--- src/rtl/scaler_pkg.sv ---
package scaler_pkg;

    localparam int PIX_W      = 8;    // gray and color channel
    localparam int COORD_W    = 8;    // coordinates and sizes
    localparam int FRAC_W     = 20;   // source position fraction
    localparam int IMG_ADDR_W = 14;
    localparam int RES_ADDR_W = 16;
    localparam int ROW_SHIFT  = 7;    // 128 words per image row

    // rows and columns where a missing neighbour is repeated
    localparam logic [COORD_W-1:0] EDGE_LO = 8'd0;
    localparam logic [COORD_W-1:0] EDGE_HI = 8'd126;

    localparam int TAP_W = 10;        // sign, 8 integer bits, one half bit
    localparam int ACC_W = 34;        // 21 fraction bits

    // luma weights in 32nds
    localparam logic [4:0] GRAY_WR = 5'd9;
    localparam logic [4:0] GRAY_WG = 5'd19;
    localparam logic [4:0] GRAY_WB = 5'd3;

endpackage

--- src/rtl/cubic_eval.sv ---
`timescale 1ns/1ps

module cubic_eval (
    input  logic                                clk,
    input  logic                                rst,
    input  logic                                eval_start,
    input  logic        [scaler_pkg::FRAC_W-1:0] frac,
    input  logic signed [scaler_pkg::TAP_W-1:0]  tap_m1,
    input  logic signed [scaler_pkg::TAP_W-1:0]  tap_0,
    input  logic signed [scaler_pkg::TAP_W-1:0]  tap_1,
    input  logic signed [scaler_pkg::TAP_W-1:0]  tap_2,
    output logic        [scaler_pkg::PIX_W-1:0]  pixel,
    output logic                                pix_valid
);
    import scaler_pkg::*;

    localparam int COEF_W   = TAP_W + 2;
    localparam int T_W      = FRAC_W + 2;            // sign and one integer bit
    localparam int ACC_FRAC = FRAC_W + 1;
    localparam int INT_W    = ACC_W - 1 - ACC_FRAC;

    logic signed [COEF_W-1:0] coef_a;
    logic signed [COEF_W-1:0] coef_b;
    logic signed [COEF_W-1:0] coef_c;
    logic signed [ACC_W-1:0]  d_term;
    logic signed [T_W-1:0]    t_s;
    logic signed [T_W-1:0]    t_pow;
    logic signed [2*T_W-1:0]  prod;
    logic signed [ACC_W-1:0]  acc;
    logic [PIX_W-1:0]         clamped;
    logic                     busy;
    logic [2:0]               cnt;

    // Catmull-Rom, coefficients kept in half units like the taps
    assign coef_a = -(tap_m1 >>> 1) + tap_0 + (tap_0 >>> 1) - tap_1 - (tap_1 >>> 1)
                  + (tap_2 >>> 1);
    assign coef_b = tap_m1 - (tap_0 <<< 1) - (tap_0 >>> 1) + (tap_1 <<< 1) - (tap_2 >>> 1);
    assign coef_c = (tap_1 >>> 1) - (tap_m1 >>> 1);
    assign d_term = tap_0 <<< FRAC_W;
    assign t_s    = T_W'(frac);

    always_comb begin
        if (acc[ACC_W-1]) begin
            clamped = '0;                                   // negative
        end else if (acc[ACC_W-2:ACC_FRAC] >= INT_W'(255)) begin
            clamped = '1;
        end else begin
            clamped = acc[ACC_FRAC +: PIX_W] + PIX_W'(acc[ACC_FRAC-1]);   // half up
        end
    end

    always_ff @(posedge clk) begin
        if (rst) begin
            busy      <= 1'b0;
            cnt       <= 3'd0;
            pix_valid <= 1'b0;
        end else begin
            pix_valid <= 1'b0;
            if (eval_start) begin
                busy <= 1'b1;
                cnt  <= 3'd0;
            end else if (busy) begin
                cnt <= cnt + 3'd1;
                if (cnt == 3'd5) begin
                    busy      <= 1'b0;
                    pix_valid <= 1'b1;
                end
            end
        end
    end

    // d + c*t + b*t^2 + a*t^3, one multiply per term
    always_ff @(posedge clk) begin
        if (busy) begin
            case (cnt)
                3'd0: begin
                    prod <= t_s * t_s;
                    acc  <= d_term;
                end
                3'd1: begin
                    t_pow <= {2'b00, prod[2*FRAC_W-1:FRAC_W]};   // t^2
                    acc   <= acc + coef_c * t_s;
                end
                3'd2: begin
                    prod <= t_pow * t_s;
                    acc  <= acc + coef_b * t_pow;
                end
                3'd3: t_pow <= {2'b00, prod[2*FRAC_W-1:FRAC_W]};   // t^3
                3'd4: acc <= acc + coef_a * t_pow;
                3'd5: pixel <= clamped;
                default: ;
            endcase
        end
    end

    a_valid_pulse : assert property (@(posedge clk) disable iff (rst)
        pix_valid |=> !pix_valid)
        else $error("pix_valid held longer than one cycle");

endmodule

--- config.mk ---
export PLATFORM = sky130hd
export DESIGN_NAME = cubic_eval
export DESIGN_NICKNAME = d
export VERILOG_FILES = /design/src/rtl/scaler_pkg.sv /design/src/rtl/cubic_eval.sv
export SDC_FILE = /design/constraint.sdc
export NUM_CORES = 2
export LEC_CHECK = 0
export BUFFER_PORTS_ARGS = -buffer_cell sky130_fd_sc_hd__buf_2
export CAP_MARGIN = 20
export CORE_MARGIN = 2
export CORE_UTILIZATION = 65
export DETAILED_ROUTE_END_ITERATION = 12
export PLACE_DENSITY = 0.82
export SLEW_MARGIN = 20
export SYNTH_ARGS = -nofsm -noshare
export SYNTH_HDL_FRONTEND = slang
export SYNTH_SLANG_ARGS = --single-unit
export TNS_END_PERCENT = 100
--- constraint.sdc ---
create_clock -name clk -period 11.9 [get_ports clk]
set_input_delay 0.595 -clock clk [delete_from_list [all_inputs] [get_ports clk]]
set_output_delay 0.595 -clock clk [all_outputs]
set_load 0.01 [all_outputs]
==> results.cfg <==
[outcome]
outcome = finished clean

[place]
dp_hpwl_um = 100000
numPortBuffers = 70
place_congestion = 0.928

[cts]
clock_latency_ns = 0.40
cts_buffer_depth = 2
cts_hold_repair.buffers = 0
post_cts_buffers = 0
htreeDepth = 3
cts.sinks = 87
clock-root-buffer = clkbuf_16
cts_tree = done
numCtsBuffers = 9
path_clk_slew_ns = 0.08
cts-resized-gates = 0

[grt]
grtUsageTotal_pct = 32.3
grt_start_max_net_pins = 53
grt_overflow = 0
grt_pass1_wl_um = 220000
grt_pass1_vias = 44000
antenna_found_initial = 3

[sta]
worst_pin_slew_ns = 1.16
timing.fmax_mhz = 95.1
setup_viol = 0
fin_crit_ns = 10.51
slew_headroom_pct = 21.9
fin_crit_sh_pct = 88.3
slew_viol_final = 0
rsz0062_at_grt = no
fin_skew_ns = 0.0123
hold_viol = 0
setup_tns_ns = 0

[worst_hold_path]
hp-class = input pin to flop

[floorplan]
die-area_mm2 = 0.0865
ios = 72
dieWidth_um = 294
rows = 106
initial_core_util_pct = 65.5
core-area_mm2 = 0.0836
die_h_um = 294

[cells_and_area]
mostFrequentLayoutCells = inv_1, fa_1, nand2_1
fillers = 6388
area_growth_pct = 2.85
n_antenna_cell = 0
final_common_cell = inv_1
layout-drive-gt1-share_pct = 3.62
nets = 7841

[logic_synthesis]
synth_top_cell_area_share_pct = 46.1
ys_seq_elements = 87
synth.net_count = 7972
yosysTopAreaCell = fa_1
netlist_instances = 6004
avgSynthCellArea_um2 = 9.11
synth-main-ff-cell = edfxtp_1
netlist_top_cells_area = fa_1, ha_1, inv_1
synthArstFlopShare_pct = 0
ys.warnings.count = 0
synth_edf_count = 82
synth.distinct_cells = 79
syn_area_mm2 = 0.0547
ys_seq_area_share_pct = 4.68

[setup_path]
critPathKind = input pin to flop
cp_slowest_cell = fa_1
critPathCaptureType = flop
crit_path_max_fanout = 22
required_ns = 12.06
cp_common_cell = fa_1
crit_family = adder cells
slowest_delay_ns = 0.53
crit_buf_inv = 6
crit_arrival_ns = 10.67
start_kind = input pin

[detailed_routing]
post-route-drc-count = 0
drtPass1Iterations = 6
drt-initial-drc-count = 2707
wl_per_cell_um = 18.8
postRouteAntennaNets = 0
dr_total_vias = 40500
routed_wl_um = 131000
viasPerCell = 5.83

[run]
cap_violations = 0
[Yosys cell counts (64+ instances only)]
cell      number
inv_1       1419
fa_1        1261
nand2_1      888
ha_1         644
and2_1       388
clkbuf_1     280
a21oi_1      144
nor2_1       141
xnor2_1      104
edfxtp_1      82
o21ai_0       80
xor2_1        64
[registers in the layout (all words and copies together), names as in the netlist]
register	count
t_pow	20
prod	20
acc	34
busy	1
cnt	3
pixel	8
pix_valid	1
[final cells by class]
cell class,instances,area [um2],area share [%]
sequential,87,2560,4.55
clock buffer,12,278,0.494
clock inverter,4,37.5,0.0667
timing repair buffer,143,898,1.60
inverter,1424,5350,9.50
tap,1080,1350,2.40
multi-input combinational,4208,45800,81.4
[stage by stage]
stage	hold slack, ns	utilization [%]	cells	setup slack [ns]	cell area (um2)
after floorplan	0.400	-	6004	2.20	54700
after global placement	0.401	67.0	6942	1.25	55900
after detailed placement	0.405	67.0	6942	1.08	55900
after CTS	0.389	67.3	6958	1.51	56300
after global routing	0.399	67.3	6958	0.958	56300
final	0.396	67.3	6958	1.39	56300
[worst paths after layout]
kind	slack, ns	to	from	depth (start not counted)
min reg2reg	0.42	t_pow[19]$_DFFE_PP_	prod[39]$_DFFE_PP_	0
min	0.40	busy$_SDFF_PP0_	rst	2
max	1.39	acc[31]$_DFFE_PP_	tap_0[2]	35
max reg2reg	3.83	prod[35]$_DFFE_PP_	t_pow[4]$_DFFE_PP_	23
[per-layer routing]
layer / track usage (%) / share of wire [%] / up-vias
li1: - / - / 17700
met1: 42.1 / 38 / 20600
met2: 53.3 / 48 / 1866
met3: 5.43 / 9.1 / 403
met4: 14.7 / 5.6 / 6
met5: 0 / 0.022 / -
[cell families after synthesis]
logic type | count (synthesis) | share of synthesized area, %
adders and majority gates | 1905 | 60.9
buffers and inverters | 1709 | 11.7
and+or+nand+nor | 1632 | 13.9
AOI/OAI and AO/OA | 493 | 5.94
xor gates and xnor gates | 168 | 2.69
DFF | 87 | 4.68
muxes | 10 | 0.194
Power is left out: the tool's default activity adds up to more than one toggle a clock period on the data nets, which glitch-free logic cannot reach.
