`src/rtl/scaler_pkg.sv`:
```
package scaler_pkg;

    localparam int PIX_W      = 8;    // gray and color channel
    localparam int COORD_W    = 8;    // coordinates and sizes
    localparam int FRAC_W     = 20;   // source position fraction
    localparam int IMG_ADDR_W = 14;
    localparam int RES_ADDR_W = 16;
    localparam int ROW_SHIFT  = 7;    // 128 words per image row

    // rows and columns where a missing neighbour is repeated
    localparam logic [COORD_W-1:0] EDGE_LO = 8'd0;
    localparam logic [COORD_W-1:0] EDGE_HI = 8'd126;

    localparam int TAP_W = 10;        // sign, 8 integer bits, one half bit
    localparam int ACC_W = 34;        // 21 fraction bits

    // luma weights in 32nds
    localparam logic [4:0] GRAY_WR = 5'd9;
    localparam logic [4:0] GRAY_WG = 5'd19;
    localparam logic [4:0] GRAY_WB = 5'd3;

endpackage

```
`src/rtl/scale_ctrl.sv`:
```
`timescale 1ns/1ps

module scale_ctrl (
    input  logic                                  clk,
    input  logic                                  rst,
    input  logic                                  enable,
    input  logic                                  last,
    input  logic        [scaler_pkg::FRAC_W-1:0]   h_frac,
    input  logic        [scaler_pkg::FRAC_W-1:0]   v_frac,
    input  logic                                  taps_valid,
    input  logic signed [scaler_pkg::TAP_W-1:0]    tap_0,
    input  logic                                  pix_valid,
    input  logic        [scaler_pkg::PIX_W-1:0]    pixel,
    output logic                                  step,
    output logic                                  fetch_start,
    output logic                                  fetch_axis,
    output logic        [scaler_pkg::FRAC_W-1:0]   frac,
    output logic                                  eval_start,
    output logic                                  result_cen,
    output logic                                  result_wen,
    output logic        [scaler_pkg::PIX_W-1:0]    result_d,
    output logic        [scaler_pkg::RES_ADDR_W-1:0] result_a,
    output logic                                  done
);
    import scaler_pkg::*;

    localparam logic [2:0] ST_START    = 3'd0;
    localparam logic [2:0] ST_MAP      = 3'd1;
    localparam logic [2:0] ST_FETCH    = 3'd2;
    localparam logic [2:0] ST_EVAL     = 3'd3;
    localparam logic [2:0] ST_WRITE    = 3'd4;
    localparam logic [2:0] ST_FINISHED = 3'd5;

    logic [2:0] state;
    logic       exact;
    logic       copy_hit;
    logic       eval_hit;

    assign exact       = (h_frac == '0) && (v_frac == '0);
    assign fetch_axis  = (h_frac == '0);          // column walk when no horizontal fraction
    assign frac        = fetch_axis ? v_frac : h_frac;
    assign fetch_start = (state == ST_MAP) && !last;
    assign eval_start  = (state == ST_FETCH) && taps_valid && !exact;
    assign step        = (state == ST_WRITE);     // mapper moves on after each write
    assign copy_hit    = (state == ST_FETCH) && taps_valid && exact;
    assign eval_hit    = (state == ST_EVAL) && pix_valid;

    always_ff @(posedge clk) begin
        if (rst) begin
            state      <= ST_START;
            result_cen <= 1'b1;
            result_wen <= 1'b1;
            result_a   <= '0;
            done       <= 1'b0;
        end else begin
            result_cen <= 1'b1;
            result_wen <= 1'b1;
            case (state)
                ST_START: if (enable) state <= ST_MAP;
                ST_MAP: begin
                    if (last) begin
                        state <= ST_FINISHED;
                        done  <= 1'b1;
                    end else begin
                        state <= ST_FETCH;
                    end
                end
                ST_FETCH: begin
                    if (copy_hit) begin
                        result_cen <= 1'b0;       // evaluator skipped
                        result_wen <= 1'b0;
                        state      <= ST_WRITE;
                    end else if (taps_valid) begin
                        state <= ST_EVAL;
                    end
                end
                ST_EVAL: begin
                    if (eval_hit) begin
                        result_cen <= 1'b0;
                        result_wen <= 1'b0;
                        state      <= ST_WRITE;
                    end
                end
                ST_WRITE: begin
                    result_a <= result_a + 1'b1;  // strobe is low this cycle
                    state    <= ST_MAP;
                end
                ST_FINISHED: state <= ST_FINISHED;
                default: state <= ST_START;
            endcase
        end
    end

    always_ff @(posedge clk) begin
        if (copy_hit) begin
            result_d <= tap_0[PIX_W:1];
        end else if (eval_hit) begin
            result_d <= pixel;
        end
    end

    a_no_write_after_done : assert property (@(posedge clk) disable iff (rst)
        (state == ST_FINISHED) |-> result_cen)
        else $error("result RAM strobed after the last pixel");

endmodule

```
`config.mk`:
```
export PLATFORM = sky130hd
export DESIGN_NAME = scale_ctrl
export DESIGN_NICKNAME = d
export VERILOG_FILES = /design/src/rtl/scaler_pkg.sv /design/src/rtl/scale_ctrl.sv
export SDC_FILE = /design/constraint.sdc
export NUM_CORES = 1
export LEC_CHECK = 0
export BUFFER_PORTS_ARGS = -buffer_cell sky130_fd_sc_hd__buf_2
export CORE_ASPECT_RATIO = 1.75
export CORE_MARGIN = 5
export CORE_UTILIZATION = 30
export DETAILED_ROUTE_END_ITERATION = 16
export PLACE_DENSITY = 0.63
export SLEW_MARGIN = 15
export SYNTH_ARGS = -nofsm -noshare
export SYNTH_HDL_FRONTEND = slang
export SYNTH_SLANG_ARGS = --single-unit
```
`constraint.sdc`:
```
create_clock -name clk -period 2.8 [get_ports clk]
set_input_delay 0.7 -clock clk [delete_from_list [all_inputs] [get_ports clk]]
set_output_delay 0.7 -clock clk [all_outputs]
set_load 0.02 [all_outputs]
```
==> results_dict.tcl <==
set metrics [dict create \
    status "complete, no violations" \
    finalSetupViolCount 0 \
    fin_crit_sh_pct 95.5 \
    drive_gt1_share_pct 49.5 \
    htree_levels 2 \
    async_reset_ff_share_pct 0 \
    ant_nets 0 \
    netlist.area_leader.share_pct 25.9 \
    drc 0 \
    grt_max_degree 24 \
    cts.path.max_buffers 2 \
    synth_cell_types 41 \
    final_area_mm2 0.00237 \
    worstPathMaxFanout 20 \
    critical_path_class "input port to primary output" \
    fill_cells 533 \
    grt_pass1_wl_um 7600 \
    fmax_mhz 374 \
    path_clk_slew_ns 0.06 \
    wl_per_cell_um 13.7 \
    finClkSkew_ns 0.00474 \
    io_buffers 112 \
    vias 1787 \
    antenna_found_initial 0 \
    finalHoldViolCount 0 \
    grt_util_all_layers_pct 13.5 \
    rows 35 \
    use_met1_pct 13.1 \
    synth.avg_cell_area_um2 9.10 \
    clock-sinks 29 \
    yosysWarnings 0 \
    final_core_util_pct 45.1 \
    end_kind "primary output" \
    grt_util_met3_pct 3.67 \
    ys.flop_type "dfxtp_1" \
    synthCells 178 \
    cts_tree "done" \
    reg2reg_to "result_a[15]" \
    max_cap_violations 0 \
    synth_area_mm2 0.00162 \
    dr.pass1.iters 4 \
    die_area_mm2 0.00703 \
    nets 357 \
    ctsRootBufferMaster "clkbuf_8" \
    yosysSeqAreaShare_pct 40.8 \
    ios 115 \
    hpwl_um 3840 \
    worstReg2RegStart "state[2]" \
    antenna_cells 0 \
    synth_top_area_cell "dfxtp_1" \
    r2r_slack_ns 0.53 \
    place.gp.congestion 0.722 \
    worst_slew_pin_slew_ns 0.475 \
    cellPowerDensity_mw_per_mm2 397 \
    multi_input_area_um2 925 \
    drtIter0Drc 52 \
    syn2layout_area_growth_pct 46.2 \
    critPathArrivalTime_ns 1.98 \
    numCtsBuffers 5 \
    postCtsHoldBufs 0 \
    synth-edff-count 8 \
    clock_latency_ns 0.27 \
    grt_use_met2_pct 26.7 \
    required_ns 2.10 \
    syn_nets 243 \
    die_x_um 65.6 \
    top_usage_layer "met2" \
    start_util_pct 30.8 \
    seq_area_um2 661 \
    min_to "result_a[13]" \
    worstHoldPathCells 2 \
    fin_crit_ns 2.68 \
    r2r_cells 4 \
    place_area_mm2 0.00225 \
    irDropWorstVdd_v 0.000303 \
    synth-seq-cells 29 \
    die_y_um 107 \
    maxSlewHeadroom_pct 67.9 \
    p_leak_uw 0.00116 \
    hold_start "result_a[13]" \
    startpoint_type "input port" \
    wirelength_um 4770 \
    synth.area.top_cells "dfxtp_1 (26%), edfxtp_1 (15%), a21o_1 (9.7%), mux2_2 (6.3%), nor4_1 (5.8%)" \
    viasPerCell 5.14 \
    slew_viol_final 0 \
    core_area_mm2 0.00526 \
    grt_pass1_vias 1802 \
    hp-class "flip-flop to flip-flop" \
    grt.overflow.total 0 \
]
## how the worst max path moves through the flow
stage,slack (ns),startpoint,depth (start not counted),endpoint
floorplan,0.15,h_frac[11],5,frac[10]
global placement,0.04,h_frac[15],7,frac[1]
detailed placement,-0.006,h_frac[15],7,frac[6]
CTS,0.04,h_frac[15],7,frac[2]
global route,-0.02,h_frac[11],7,frac[6]
finish,0.12,h_frac[15],7,frac[6]
## registers in the layout (all words and copies together), names as in the netlist
signal	cells
state	3
result_wen	1
result_d	8
result_a	16
done	1
## through the flow
stage | power (uW) | setup slack, ns | hold slack, ns | setup TNS (ns) | std cells
detailed placement | 619 | -0.00634 | 0.473 | -0.0132 | 340
finish | 939 | 0.125 | 0.493 | 0 | 348
global placement | 617 | 0.0364 | 0.447 | 0 | 340
floorplan | 540 | 0.148 | 0.551 | 0 | 178
CTS | 956 | 0.0397 | 0.489 | 0 | 348
global route | 995 | -0.0244 | 0.523 | -0.175 | 348
## layout by cell type (no fill, tap or decap), drive strengths merged, types with 5 or more instances in the layout
master  instances
inv             7
a21oi           9
clkbuf          5
xnor2           7
nand3           7
nand2           7
a21o           21
dfxtp          21
mux2            9
edfxtp          8
nor2           16
nor4           15
buf           117
## kinds of logic after synthesis
kind of cell | after synthesis | share of synthesized area [%]
AO/OA/AOI/OAI | 42 | 18.5
XOR/XNOR | 10 | 5.41
adder cells (fa/ha/maj) | 1 | 0.772
buffers and inverters | 17 | 4.25
flip-flops | 29 | 40.8
multiplexers | 10 | 6.87
AND/OR/NAND/NOR | 69 | 23.4
## routing by layer
layer / vias to the layer above / part of all wire [%]
met5: - / 0
met1: 833 / 38
met4: 0 / 1.1
met3: 4 / 7.1
li1: 889 / -
met2: 61 / 54
## layout make-up
type                            count  area share (%)
Clock inverter                      3           0.740
Multi-Input combinational cell    132            39.0
Sequential cell                    29            27.9
Inverter                            7            1.11
Clock buffer                        5            2.91
Tap cell                           55            2.91
Timing Repair Buffer              117            25.4
## worst max-delay path, cell delays in order
cell	delay [ns]
buf_2	0.11
nor4_2	0.33
nand3_2	0.17
nor2_2	0.17
buf_6	0.20
a21o_1	0.13
buf_2	0.17
## report_power, final
part | internal (uW) | switching (uW) | total (uW)
clock network | 171 | 157 | 327
registers | 438 | 13.6 | 452
logic | 78.8 | 81.4 | 160
total | 688 | 252 | 939
## synthesized netlist by cell type, types with 2 or more instances
| master | n |
|---|---|
| nor4_1 | 15 |
| clkbuf_1 | 7 |
| inv_1 | 7 |
| a21o_1 | 21 |
| edfxtp_1 | 8 |
| xnor2_1 | 7 |
| dfxtp_1 | 21 |
| a21oi_1 | 9 |
| nand3_1 | 7 |
| o31ai_1 | 3 |
| or4_1 | 3 |
| nor2_1 | 16 |
| nand4_1 | 3 |
| nor3_1 | 4 |
| xor2_1 | 3 |
| mux2_2 | 9 |
| or2_2 | 2 |
| nand2_1 | 7 |
| nand2b_1 | 2 |
| nor2b_1 | 2 |
| a31oi_1 | 2 |
## what timing repair did
item                                    CTS  global route
gates resized for setup                   1             5
endpoints found under the setup margin   19            20
cloned                                    0             0
hold endpoints to repair                  0             0
buffers inserted                          0             0
Note: power is estimated with default switching activity, not from simulation.
