File: config.mk
export PLATFORM = sky130hd
export DESIGN_NAME = tap_fetcher
export DESIGN_NICKNAME = d
export VERILOG_FILES = /design/src/rtl/scaler_pkg.sv /design/src/rtl/rgb_to_gray.sv /design/src/rtl/tap_fetcher.sv
export SDC_FILE = /design/constraint.sdc
export NUM_CORES = 1
export LEC_CHECK = 0
export BUFFER_PORTS_ARGS = -buffer_cell sky130_fd_sc_hd__buf_2
export CAP_MARGIN = 25
export CORE_UTILIZATION = 55
export CTS_BUF_LIST = sky130_fd_sc_hd__clkbuf_8
export DETAILED_ROUTE_END_ITERATION = 10
export PLACE_DENSITY = 0.81
export REMOVE_ABC_BUFFERS = 1
export SLEW_MARGIN = 20
export SYNTH_ARGS = -nofsm -noshare
export SYNTH_HDL_FRONTEND = slang
export SYNTH_SLANG_ARGS = --single-unit
File: constraint.sdc
create_clock -name clk -period 6.5 [get_ports clk]
set_input_delay 0.325 -clock clk [delete_from_list [all_inputs] [get_ports clk]]
set_output_delay 0.325 -clock clk [all_outputs]
set_load 0.1 [all_outputs]
File: src/rtl/scaler_pkg.sv
package scaler_pkg;

    localparam int PIX_W      = 8;    // gray and color channel
    localparam int COORD_W    = 8;    // coordinates and sizes
    localparam int FRAC_W     = 20;   // source position fraction
    localparam int IMG_ADDR_W = 14;
    localparam int RES_ADDR_W = 16;
    localparam int ROW_SHIFT  = 7;    // 128 words per image row

    // rows and columns where a missing neighbour is repeated
    localparam logic [COORD_W-1:0] EDGE_LO = 8'd0;
    localparam logic [COORD_W-1:0] EDGE_HI = 8'd126;

    localparam int TAP_W = 10;        // sign, 8 integer bits, one half bit
    localparam int ACC_W = 34;        // 21 fraction bits

    // luma weights in 32nds
    localparam logic [4:0] GRAY_WR = 5'd9;
    localparam logic [4:0] GRAY_WG = 5'd19;
    localparam logic [4:0] GRAY_WB = 5'd3;

endpackage

File: src/rtl/rgb_to_gray.sv
`timescale 1ns/1ps

module rgb_to_gray (
    input  logic [31:0]                  img_q,
    output logic [scaler_pkg::PIX_W-1:0] gray
);
    import scaler_pkg::*;

    logic [PIX_W+5:0] wsum;       // weighted sum in 1/32 steps
    logic             round_up;

    assign wsum = img_q[23:16] * GRAY_WR
                + img_q[15:8]  * GRAY_WG
                + img_q[7:0]   * GRAY_WB;

    // above one half, or exactly one half with an odd quotient
    assign round_up = wsum[4] && ((wsum[3:0] != 4'd0) || wsum[5]);
    assign gray     = wsum[PIX_W+4:5] + PIX_W'(round_up);   // max 247, no overflow

endmodule

File: src/rtl/tap_fetcher.sv
`timescale 1ns/1ps

module tap_fetcher #(
    parameter int IMG_PITCH_SHIFT = scaler_pkg::ROW_SHIFT
) (
    input  logic                                     clk,
    input  logic                                     rst,
    input  logic                                     fetch_start,
    input  logic                                     fetch_axis,   // 1 walks down a column
    input  logic        [scaler_pkg::COORD_W-1:0]    src_x,
    input  logic        [scaler_pkg::COORD_W-1:0]    src_y,
    input  logic        [31:0]                       img_q,
    output logic                                     img_cen,
    output logic        [scaler_pkg::IMG_ADDR_W-1:0] img_a,
    output logic                                     taps_valid,
    output logic signed [scaler_pkg::TAP_W-1:0]      tap_m1,
    output logic signed [scaler_pkg::TAP_W-1:0]      tap_0,
    output logic signed [scaler_pkg::TAP_W-1:0]      tap_1,
    output logic signed [scaler_pkg::TAP_W-1:0]      tap_2
);
    import scaler_pkg::*;

    localparam int FULL_W = IMG_ADDR_W + 2;   // wide enough to expose an overrun

    logic [FULL_W-1:0]       base;
    logic [FULL_W-1:0]       stride_in;
    logic [FULL_W-1:0]       stride;
    logic [FULL_W-1:0]       rd_addr;
    logic [COORD_W-1:0]      pos;
    logic                    pad_hi;
    logic                    busy;
    logic [2:0]              cnt;
    logic [PIX_W-1:0]        gray;
    logic signed [TAP_W-1:0] gray_tap;

    rgb_to_gray u_rgb_to_gray (
        .img_q (img_q),
        .gray  (gray)
    );

    assign base      = (FULL_W'(src_y) << IMG_PITCH_SHIFT) + FULL_W'(src_x);
    assign stride_in = fetch_axis ? (FULL_W'(1) << IMG_PITCH_SHIFT) : FULL_W'(1);
    assign pos       = fetch_axis ? src_y : src_x;
    assign gray_tap  = {1'b0, gray, 1'b0};          // half-unit form
    assign img_a     = rd_addr[IMG_ADDR_W-1:0];

    always_ff @(posedge clk) begin
        if (rst) begin
            busy       <= 1'b0;
            cnt        <= 3'd0;
            img_cen    <= 1'b1;
            taps_valid <= 1'b0;
        end else begin
            taps_valid <= 1'b0;
            if (fetch_start) begin
                busy    <= 1'b1;
                cnt     <= 3'd0;
                img_cen <= 1'b0;
            end else if (busy) begin
                cnt <= cnt + 3'd1;
                if (cnt == 3'd3) begin
                    img_cen <= 1'b1;                // fourth read issued
                end
                if (cnt == 3'd4) begin
                    busy       <= 1'b0;
                    taps_valid <= 1'b1;
                end
            end
        end
    end

    // reads at pos-1, pos, pos+1, pos+2, clamped at the edges
    always_ff @(posedge clk) begin
        if (fetch_start) begin
            stride  <= stride_in;
            pad_hi  <= (pos == EDGE_HI);
            rd_addr <= (pos == EDGE_LO) ? base : base - stride_in;   // tap_m1 repeats tap_0
        end else if (busy) begin
            case (cnt)
                3'd0: rd_addr <= base;
                3'd1: begin
                    rd_addr <= rd_addr + stride;
                    tap_m1  <= gray_tap;
                end
                3'd2: begin
                    if (!pad_hi) begin
                        rd_addr <= rd_addr + stride;    // else tap_2 repeats tap_1
                    end
                    tap_0 <= gray_tap;
                end
                3'd3: tap_1 <= gray_tap;
                3'd4: tap_2 <= gray_tap;
                default: ;
            endcase
        end
    end

    a_addr_range : assert property (@(posedge clk) disable iff (rst)
        !img_cen |-> (rd_addr[FULL_W-1:IMG_ADDR_W] == '0))
        else $error("image read address beyond the image RAM");

endmodule

==> results.txt, run 1 <==
Synthesis-stage register bit count: 55
GRT Resource Usage Total: 22.8%
Worst slew pin tran: 578 ps
Die Area: 9050 sq um
Rel. slew slack: 61.0%
Final wirelength: 9760 um
Layout net count: 690
Max-cap viol count: 0
Pwr/cell area: 470 nW/um^2
Via-to-Cell Ratio: 5.51
Synth area leader: edfxtp_1
Area post-placement: 5310 sq um
First-pass GRT wire length: 16,000 um
DRT met1 WL: 3980 um
Cts repair resizes: 0
Max incr delay on CP: 540 ps
Synth top area share: 30.9%
Sw Share: 47.7%
Final Hold Fails: 0
Clk sinks: 55
Synth Cell Area: 4770 sq um
Met2 WL: 5280 um
TNS Setup: 0 ps
Gate Count Post-Synth: 457
WL per Instance: 14.9 um
Clock period minus worst slack: 4960 ps
Setup violators final: 0
CTS root buffer: clkbuf_8
Clock skew: 14.0 ps
Reg power frac: 25.9%
Reg clk slew, reported paths: 120 ps
Peak VDD IR: 0.326 mV
Port bufs: 91
Area Overhead vs Synth: 13.5%
Postcts setup bufs: 0
Worst Setup Slack, final: 1540 ps
Initial core utilization: 57.5%
Max-slew violations: 0
Crit share post-route: 76.3%
Startpoint types: input port
Warning count from the yosys run: 0
# IOs: 108
Initial antenna violation count: 0
Final hold slack: 257 ps
Drt drc: 0
Crit-path most repeated cell: fa_1
Antenna diodes: 0
Internal power: 1330 uW
Asr flop ratio synth: 0%
Global route total overflow: 0
Data arrival, critical path: 5080 ps
Row cnt: 33
Worst-path maximum fanout: 4
Clk_lat worst skew: 310 ps
Vias in the first global route: 3,658
Fillers: 665
TritonCTS clock tree: done
CP max-delay cell: fa_1
CTS Buf Count: 5
Switch Pwr: 1210 uW
Gate power share: 65.9%
Top layer in use: met4
FMAX: 0.202 GHz
Synth top area cells: edfxtp_1 (31%), ha_1 (14%), fa_1 (14%)
Detail Route Antenna Nets: 0
Syn Area/Cell: 10.4 sq um
Clock network fraction of total power: 8.2%
Type of destination of the critical path: register
Via count: 3,611
Status: finished clean
Clk buf depth: 2
Required @ worst endpoint: 6620 ps
First-pass detailed-route iteration total: 4
Post-synthesis sequential area ratio: 33.4%
H-tree depth: 2
CP Cell Sequence: buf_2, fa_1, fa_1, inv_1, fa_1, inv_1, fa_1, inv_1, fa_1, inv_1, ha_1, o21a_1, o31a_1, or3_1, o2111ai_1, nor3b_2, nand3_1, xor2_1
Post-synthesis cell type count: 58
Wire length on met3: 363 um
Total power: 2540 uW
Die width: 95.1 um
Gpl congestion: 0.836
Top FF cell, synth: edfxtp_1
Setup Crit Path Kind: in -> reg
Worst hold path class: in -> reg
Die Ht: 95.1 um
Largest net degree at the start of global routing: 32
RSZ-0062 raised after global routing: false
Share of cells above drive strength 1: 20.7%
Place WS: 1190 ps
Post-DP HPWL: 7860 um
Total core area: 8300 sq um
Hold_buf cts: 0
Initial DRC Count: 96
P_leak: 0.00248 uW
EDFF count, synth: 49
Design Area, Final: 5410 sq um
-- worst max-delay path, delay by kind of cell --
family	cells	cell delay, ps
simple gates	3	790
xor+xnor	1	280
compound gates	3	510
fa+ha+maj	6	2810
buf+inv	5	330
-- routing by layer --
| layer | track usage [%] | vias to the layer above |
|---|---|---|
| met3 | 2.63 | 13 |
| li1 | - | 1738 |
| met5 | 0 | - |
| met2 | 43.3 | 99 |
| met4 | 6.82 | 0 |
| met1 | 26.6 | 1761 |
-- power groups by stage --
stage | combinational [uW] | sequential, uW | clock (uW)
after global routing | 1860 | 663 | 224
final | 1670 | 660 | 208
after floorplan | 1200 | 783 | 0
after CTS | 1680 | 660 | 212
after global placement | 1580 | 666 | 0
after detailed placement | 1660 | 668 | 0
-- logic make-up after synthesis --
family,count (synthesis),share of synthesized area (%)
buffers and inverters,93,7.95
XOR/XNOR,38,7.14
other,1,0.0786
multiplexers,5,1.10
adder cells (fa/ha/maj),89,28.7
AO/OA/AOI/OAI,74,10.4
AND/OR/NAND/NOR,102,11.2
flip-flops,55,33.4
-- flip-flops by register name, summed over array words and instances (netlist names), 2 cells and up --
register / flops
stride: 2
rd_addr: 14
tap_2: 8
tap_m1: 8
cnt: 3
tap_1: 8
tap_0: 8
-- path summary, 6_finish.rpt --
check,start,to,slack (ps),cells after the start
setup / recovery,img_q[11],tap_2[8]$_DFFE_PP_,1540,18
hold / removal,rst,busy$_SDFF_PP0_,260,2
setup reg to reg,rd_addr[0]$_DFFE_PP_,rd_addr[8]$_DFFE_PP_,4250,7
hold reg to reg,img_cen$_SDFFE_PP1P_,img_cen$_SDFFE_PP1P_,500,1
-- placed cells by master, fill, tap and decap left out, types with 3 or more instances in the layout --
cell | synthesis | final
buf_2 | 0 | 91
clkbuf_8 | 0 | 5
xnor2_1 | 16 | 16
and4_1 | 3 | 3
nand4_1 | 4 | 4
edfxtp_1 | 49 | 49
a41oi_1 | 3 | 3
a211oi_1 | 5 | 5
nor2_1 | 25 | 25
or3_1 | 5 | 5
ha_1 | 55 | 55
inv_1 | 78 | 78
o21ai_0 | 21 | 21
mux2i_1 | 3 | 3
nor3_1 | 8 | 8
fa_1 | 34 | 34
xor2_1 | 21 | 21
conb_1 | 1 | 8
dfxtp_1 | 6 | 6
nor3b_1 | 4 | 4
a21oi_1 | 18 | 18
nand3_1 | 13 | 13
nand2_1 | 23 | 23
-- cell usage after synthesis (2+ instances only) --
cell / number
a211o_1: 2
dfxtp_1: 6
nand2b_1: 2
a21oi_2: 2
nand4_1: 4
mux2_2: 2
nor3b_1: 4
o21ai_0: 21
mux2i_1: 3
ha_1: 55
or3_1: 5
nand3_1: 13
buf_4: 8
nor2b_1: 2
edfxtp_1: 49
clkbuf_1: 6
a21o_1: 2
nand2_1: 23
and2_1: 2
a41oi_1: 3
nand4b_1: 2
a21oi_1: 18
or2b_1: 2
and4_1: 3
xnor2_1: 16
nor3_1: 8
a211oi_1: 5
and3_1: 2
nor2_1: 25
nor4_1: 2
fa_1: 34
o31a_1: 2
xor2_1: 21
inv_1: 78
o31ai_1: 2
-- cell type report --
class / instances / area [sq um] / share of cell area (%)
clock buffers: 5 / 68.8 / 1.27
inverters: 78 / 293 / 5.41
clock inverters: 3 / 31.3 / 0.578
flip-flops and latches: 55 / 1590 / 29.4
well taps: 105 / 131 / 2.43
multi-input cells: 316 / 2820 / 52.2
repair buffers: 93 / 470 / 8.70
-- per-stage QoR --
stage / instances / util, %
floorplan: 449 / -
global placement: 647 / 64.0
detailed placement: 647 / 64.0
CTS: 655 / 65.2
global route: 655 / 65.2
finish: 655 / 65.2
No activity file was read; power rests on OpenSTA's default activity.
==> run 2, diff against run 1 <==
Settings changed: CORE_UTILIZATION 55 to 51, PLACE_DENSITY 0.81 to 0.79.
Clock period 6.5 ns to 4.4 ns, I/O delays scaled along.
==> results.txt, run 2 (synthesized netlist as in run 1, its figures left out) <==
RSZ-0062 raised after global routing: true
Final wirelength: 11,200 um
Clock network fraction of total power: 5.2%
Pwr/cell area: 900 nW/um^2
WL per Instance: 15.9 um
Setup Crit Path Kind: in -> reg
Share of cells above drive strength 1: 32.7%
Via count: 3,833
CTS Buf Count: 5
Largest net degree at the start of global routing: 32
Status: finished with violations
Gate power share: 76.8%
Setup violators final: 8
Layout net count: 737
Largest Register: rd_addr
Max-slew violations: 0
Drt drc: 0
Worst slew pin tran: 563 ps
Fin util: 67.5%
Global route total overflow: 0
Required @ worst endpoint: 4450 ps
Area Overhead vs Synth: 25.8%
Peak VDD IR: 0.582 mV
# IOs: 108
Rel. slew slack: 62.1%
Reg clk slew, reported paths: 100 ps
Row cnt: 34
Final Hold Fails: 0
Worst hold path class: in -> reg
Failing checks: setup timing
Clk_lat worst skew: 310 ps
Fillers: 641
Die width: 98.7 um
Gpl congestion: 0.836
Startpoint types: input port
Initial DRC Count: 143
Die Ht: 98.7 um
Reg power frac: 18.0%
Data arrival, critical path: 4480 ps
Detail Route Antenna Nets: 0
Worst Setup Slack, final: -34.9 ps
Via-to-Cell Ratio: 5.44
Antenna diodes: 0
Vias in the first global route: 4,013
H-tree depth: 2
Commonest non-fill, non-tap cell in the layout: buf_2
Port bufs: 91
Sw Share: 43.7%
Max-cap viol count: 0
Switch Pwr: 2360 uW
Clock skew: 7.71 ps
First-pass GRT wire length: 18,200 um
TritonCTS clock tree: done
FMAX: 0.225 GHz
Area of the multi-input gates: 3030 sq um
Die Area: 9740 sq um
Max reg flops: 14
Crit share post-route: 101%
Most frequent cells in the layout: buf_2 (86), inv_1 (69), ha_1 (50)
CTS root buffer: clkbuf_8
Total power: 5400 uW
GRT Resource Usage Total: 23.5%
Clk sinks: 55
Flip-flop and latch area: 1590 sq um
Internal power: 3040 uW
Total core area: 8890 sq um
Initial antenna violation count: 0
Initial core utilization: 53.6%
Post-DP HPWL: 8520 um
Worst-path maximum fanout: 4
Clk buf depth: 2
Type of destination of the critical path: register
Clock period minus worst slack: 4430 ps
First-pass detailed-route iteration total: 4
P_leak: 0.00274 uW
TNS Setup: -247 ps
## run 2: cell count changes in the layout (fill, tap and decap cells not counted), moves of 4 or more
cell,change
ha_4,+4
buf_4,+46
fa_2,+4
inv_1,-9
inv_2,+10
buf_2,-5
buf_6,+4
ha_1,-5
fa_1,-4
## run 2: metal layers
layer  global-route usage [%]  wire length (um)  vias up  part of all wire, %
met2                     46.1              6300      126                   56
met5                        0                 0        -                    0
li1                         -                 -     1825                    -
met4                     7.46               165        0                  1.5
met1                     26.8              4290     1864                   38
met3                     2.27               443       18                  4.0
## run 2: worst max-delay path, cell delays in order
cell,delay (ps)
buf_8,100
fa_2,380
fa_1,480
inv_1,50
fa_1,490
inv_2,40
fa_1,520
inv_1,50
fa_1,480
inv_2,50
ha_4,230
o21a_4,130
a2111o_1,400
o311ai_4,120
nand4_4,170
nor3b_4,270
nand3_2,120
xor2_2,180
## run 2: power by group through the flow
stage          sequential [uW]  combinational, uW  clock, uW
3_5_place_dp               986               3220          0
4_1_cts                    973               3630        285
5_1_grt                    977               4460        306
3_3_place_gp               983               3050          0
2_1_floorplan             1160               1770          0
6_report                   973               4150        281
## run 2: through the flow
| stage | setup slack [ps] | instances | instance area, sq um | hold WS (ps) |
|---|---|---|---|---|
| after floorplan | -419 | 449 | 4710 | 292 |
| after global placement | -601 | 693 | 5640 | 444 |
| after detailed placement | -726 | 693 | 5640 | 461 |
| after CTS | 0.387 | 702 | 5860 | 147 |
| after global routing | -161 | 705 | 6000 | 159 |
| final | -34.9 | 705 | 6000 | 154 |
## run 2: timing repair
action	CTS	global route
pin swaps	19	22
endpoints found under the hold margin	0	0
hold buffers	0	0
buffers inserted	1	3
endpoints found under the setup margin	28	20
resized for setup	23	37
## run 2: final timing paths
| kind | start | to | slack, ps | cells after the start |
|---|---|---|---|---|
| worst min-delay path | rst | busy$_SDFF_PP0_ | 150 | 2 |
| worst max-delay path | img_q[11] | tap_0[8]$_DFFE_PP_ | -30 | 18 |
| worst max register to register | rd_addr[0]$_DFFE_PP_ | rd_addr[8]$_DFFE_PP_ | 2180 | 7 |
| worst min register to register | img_cen$_SDFFE_PP1P_ | img_cen$_SDFFE_PP1P_ | 490 | 1 |
## run 2: cell type report
type                    instances  area share [%]
inverters                      78            4.88
flip-flops and latches         55            26.5
clock inverters                 3           0.334
repair buffers                140            14.4
multi-input cells             316            50.4
well taps                     108            2.25
clock buffers                   5            1.15
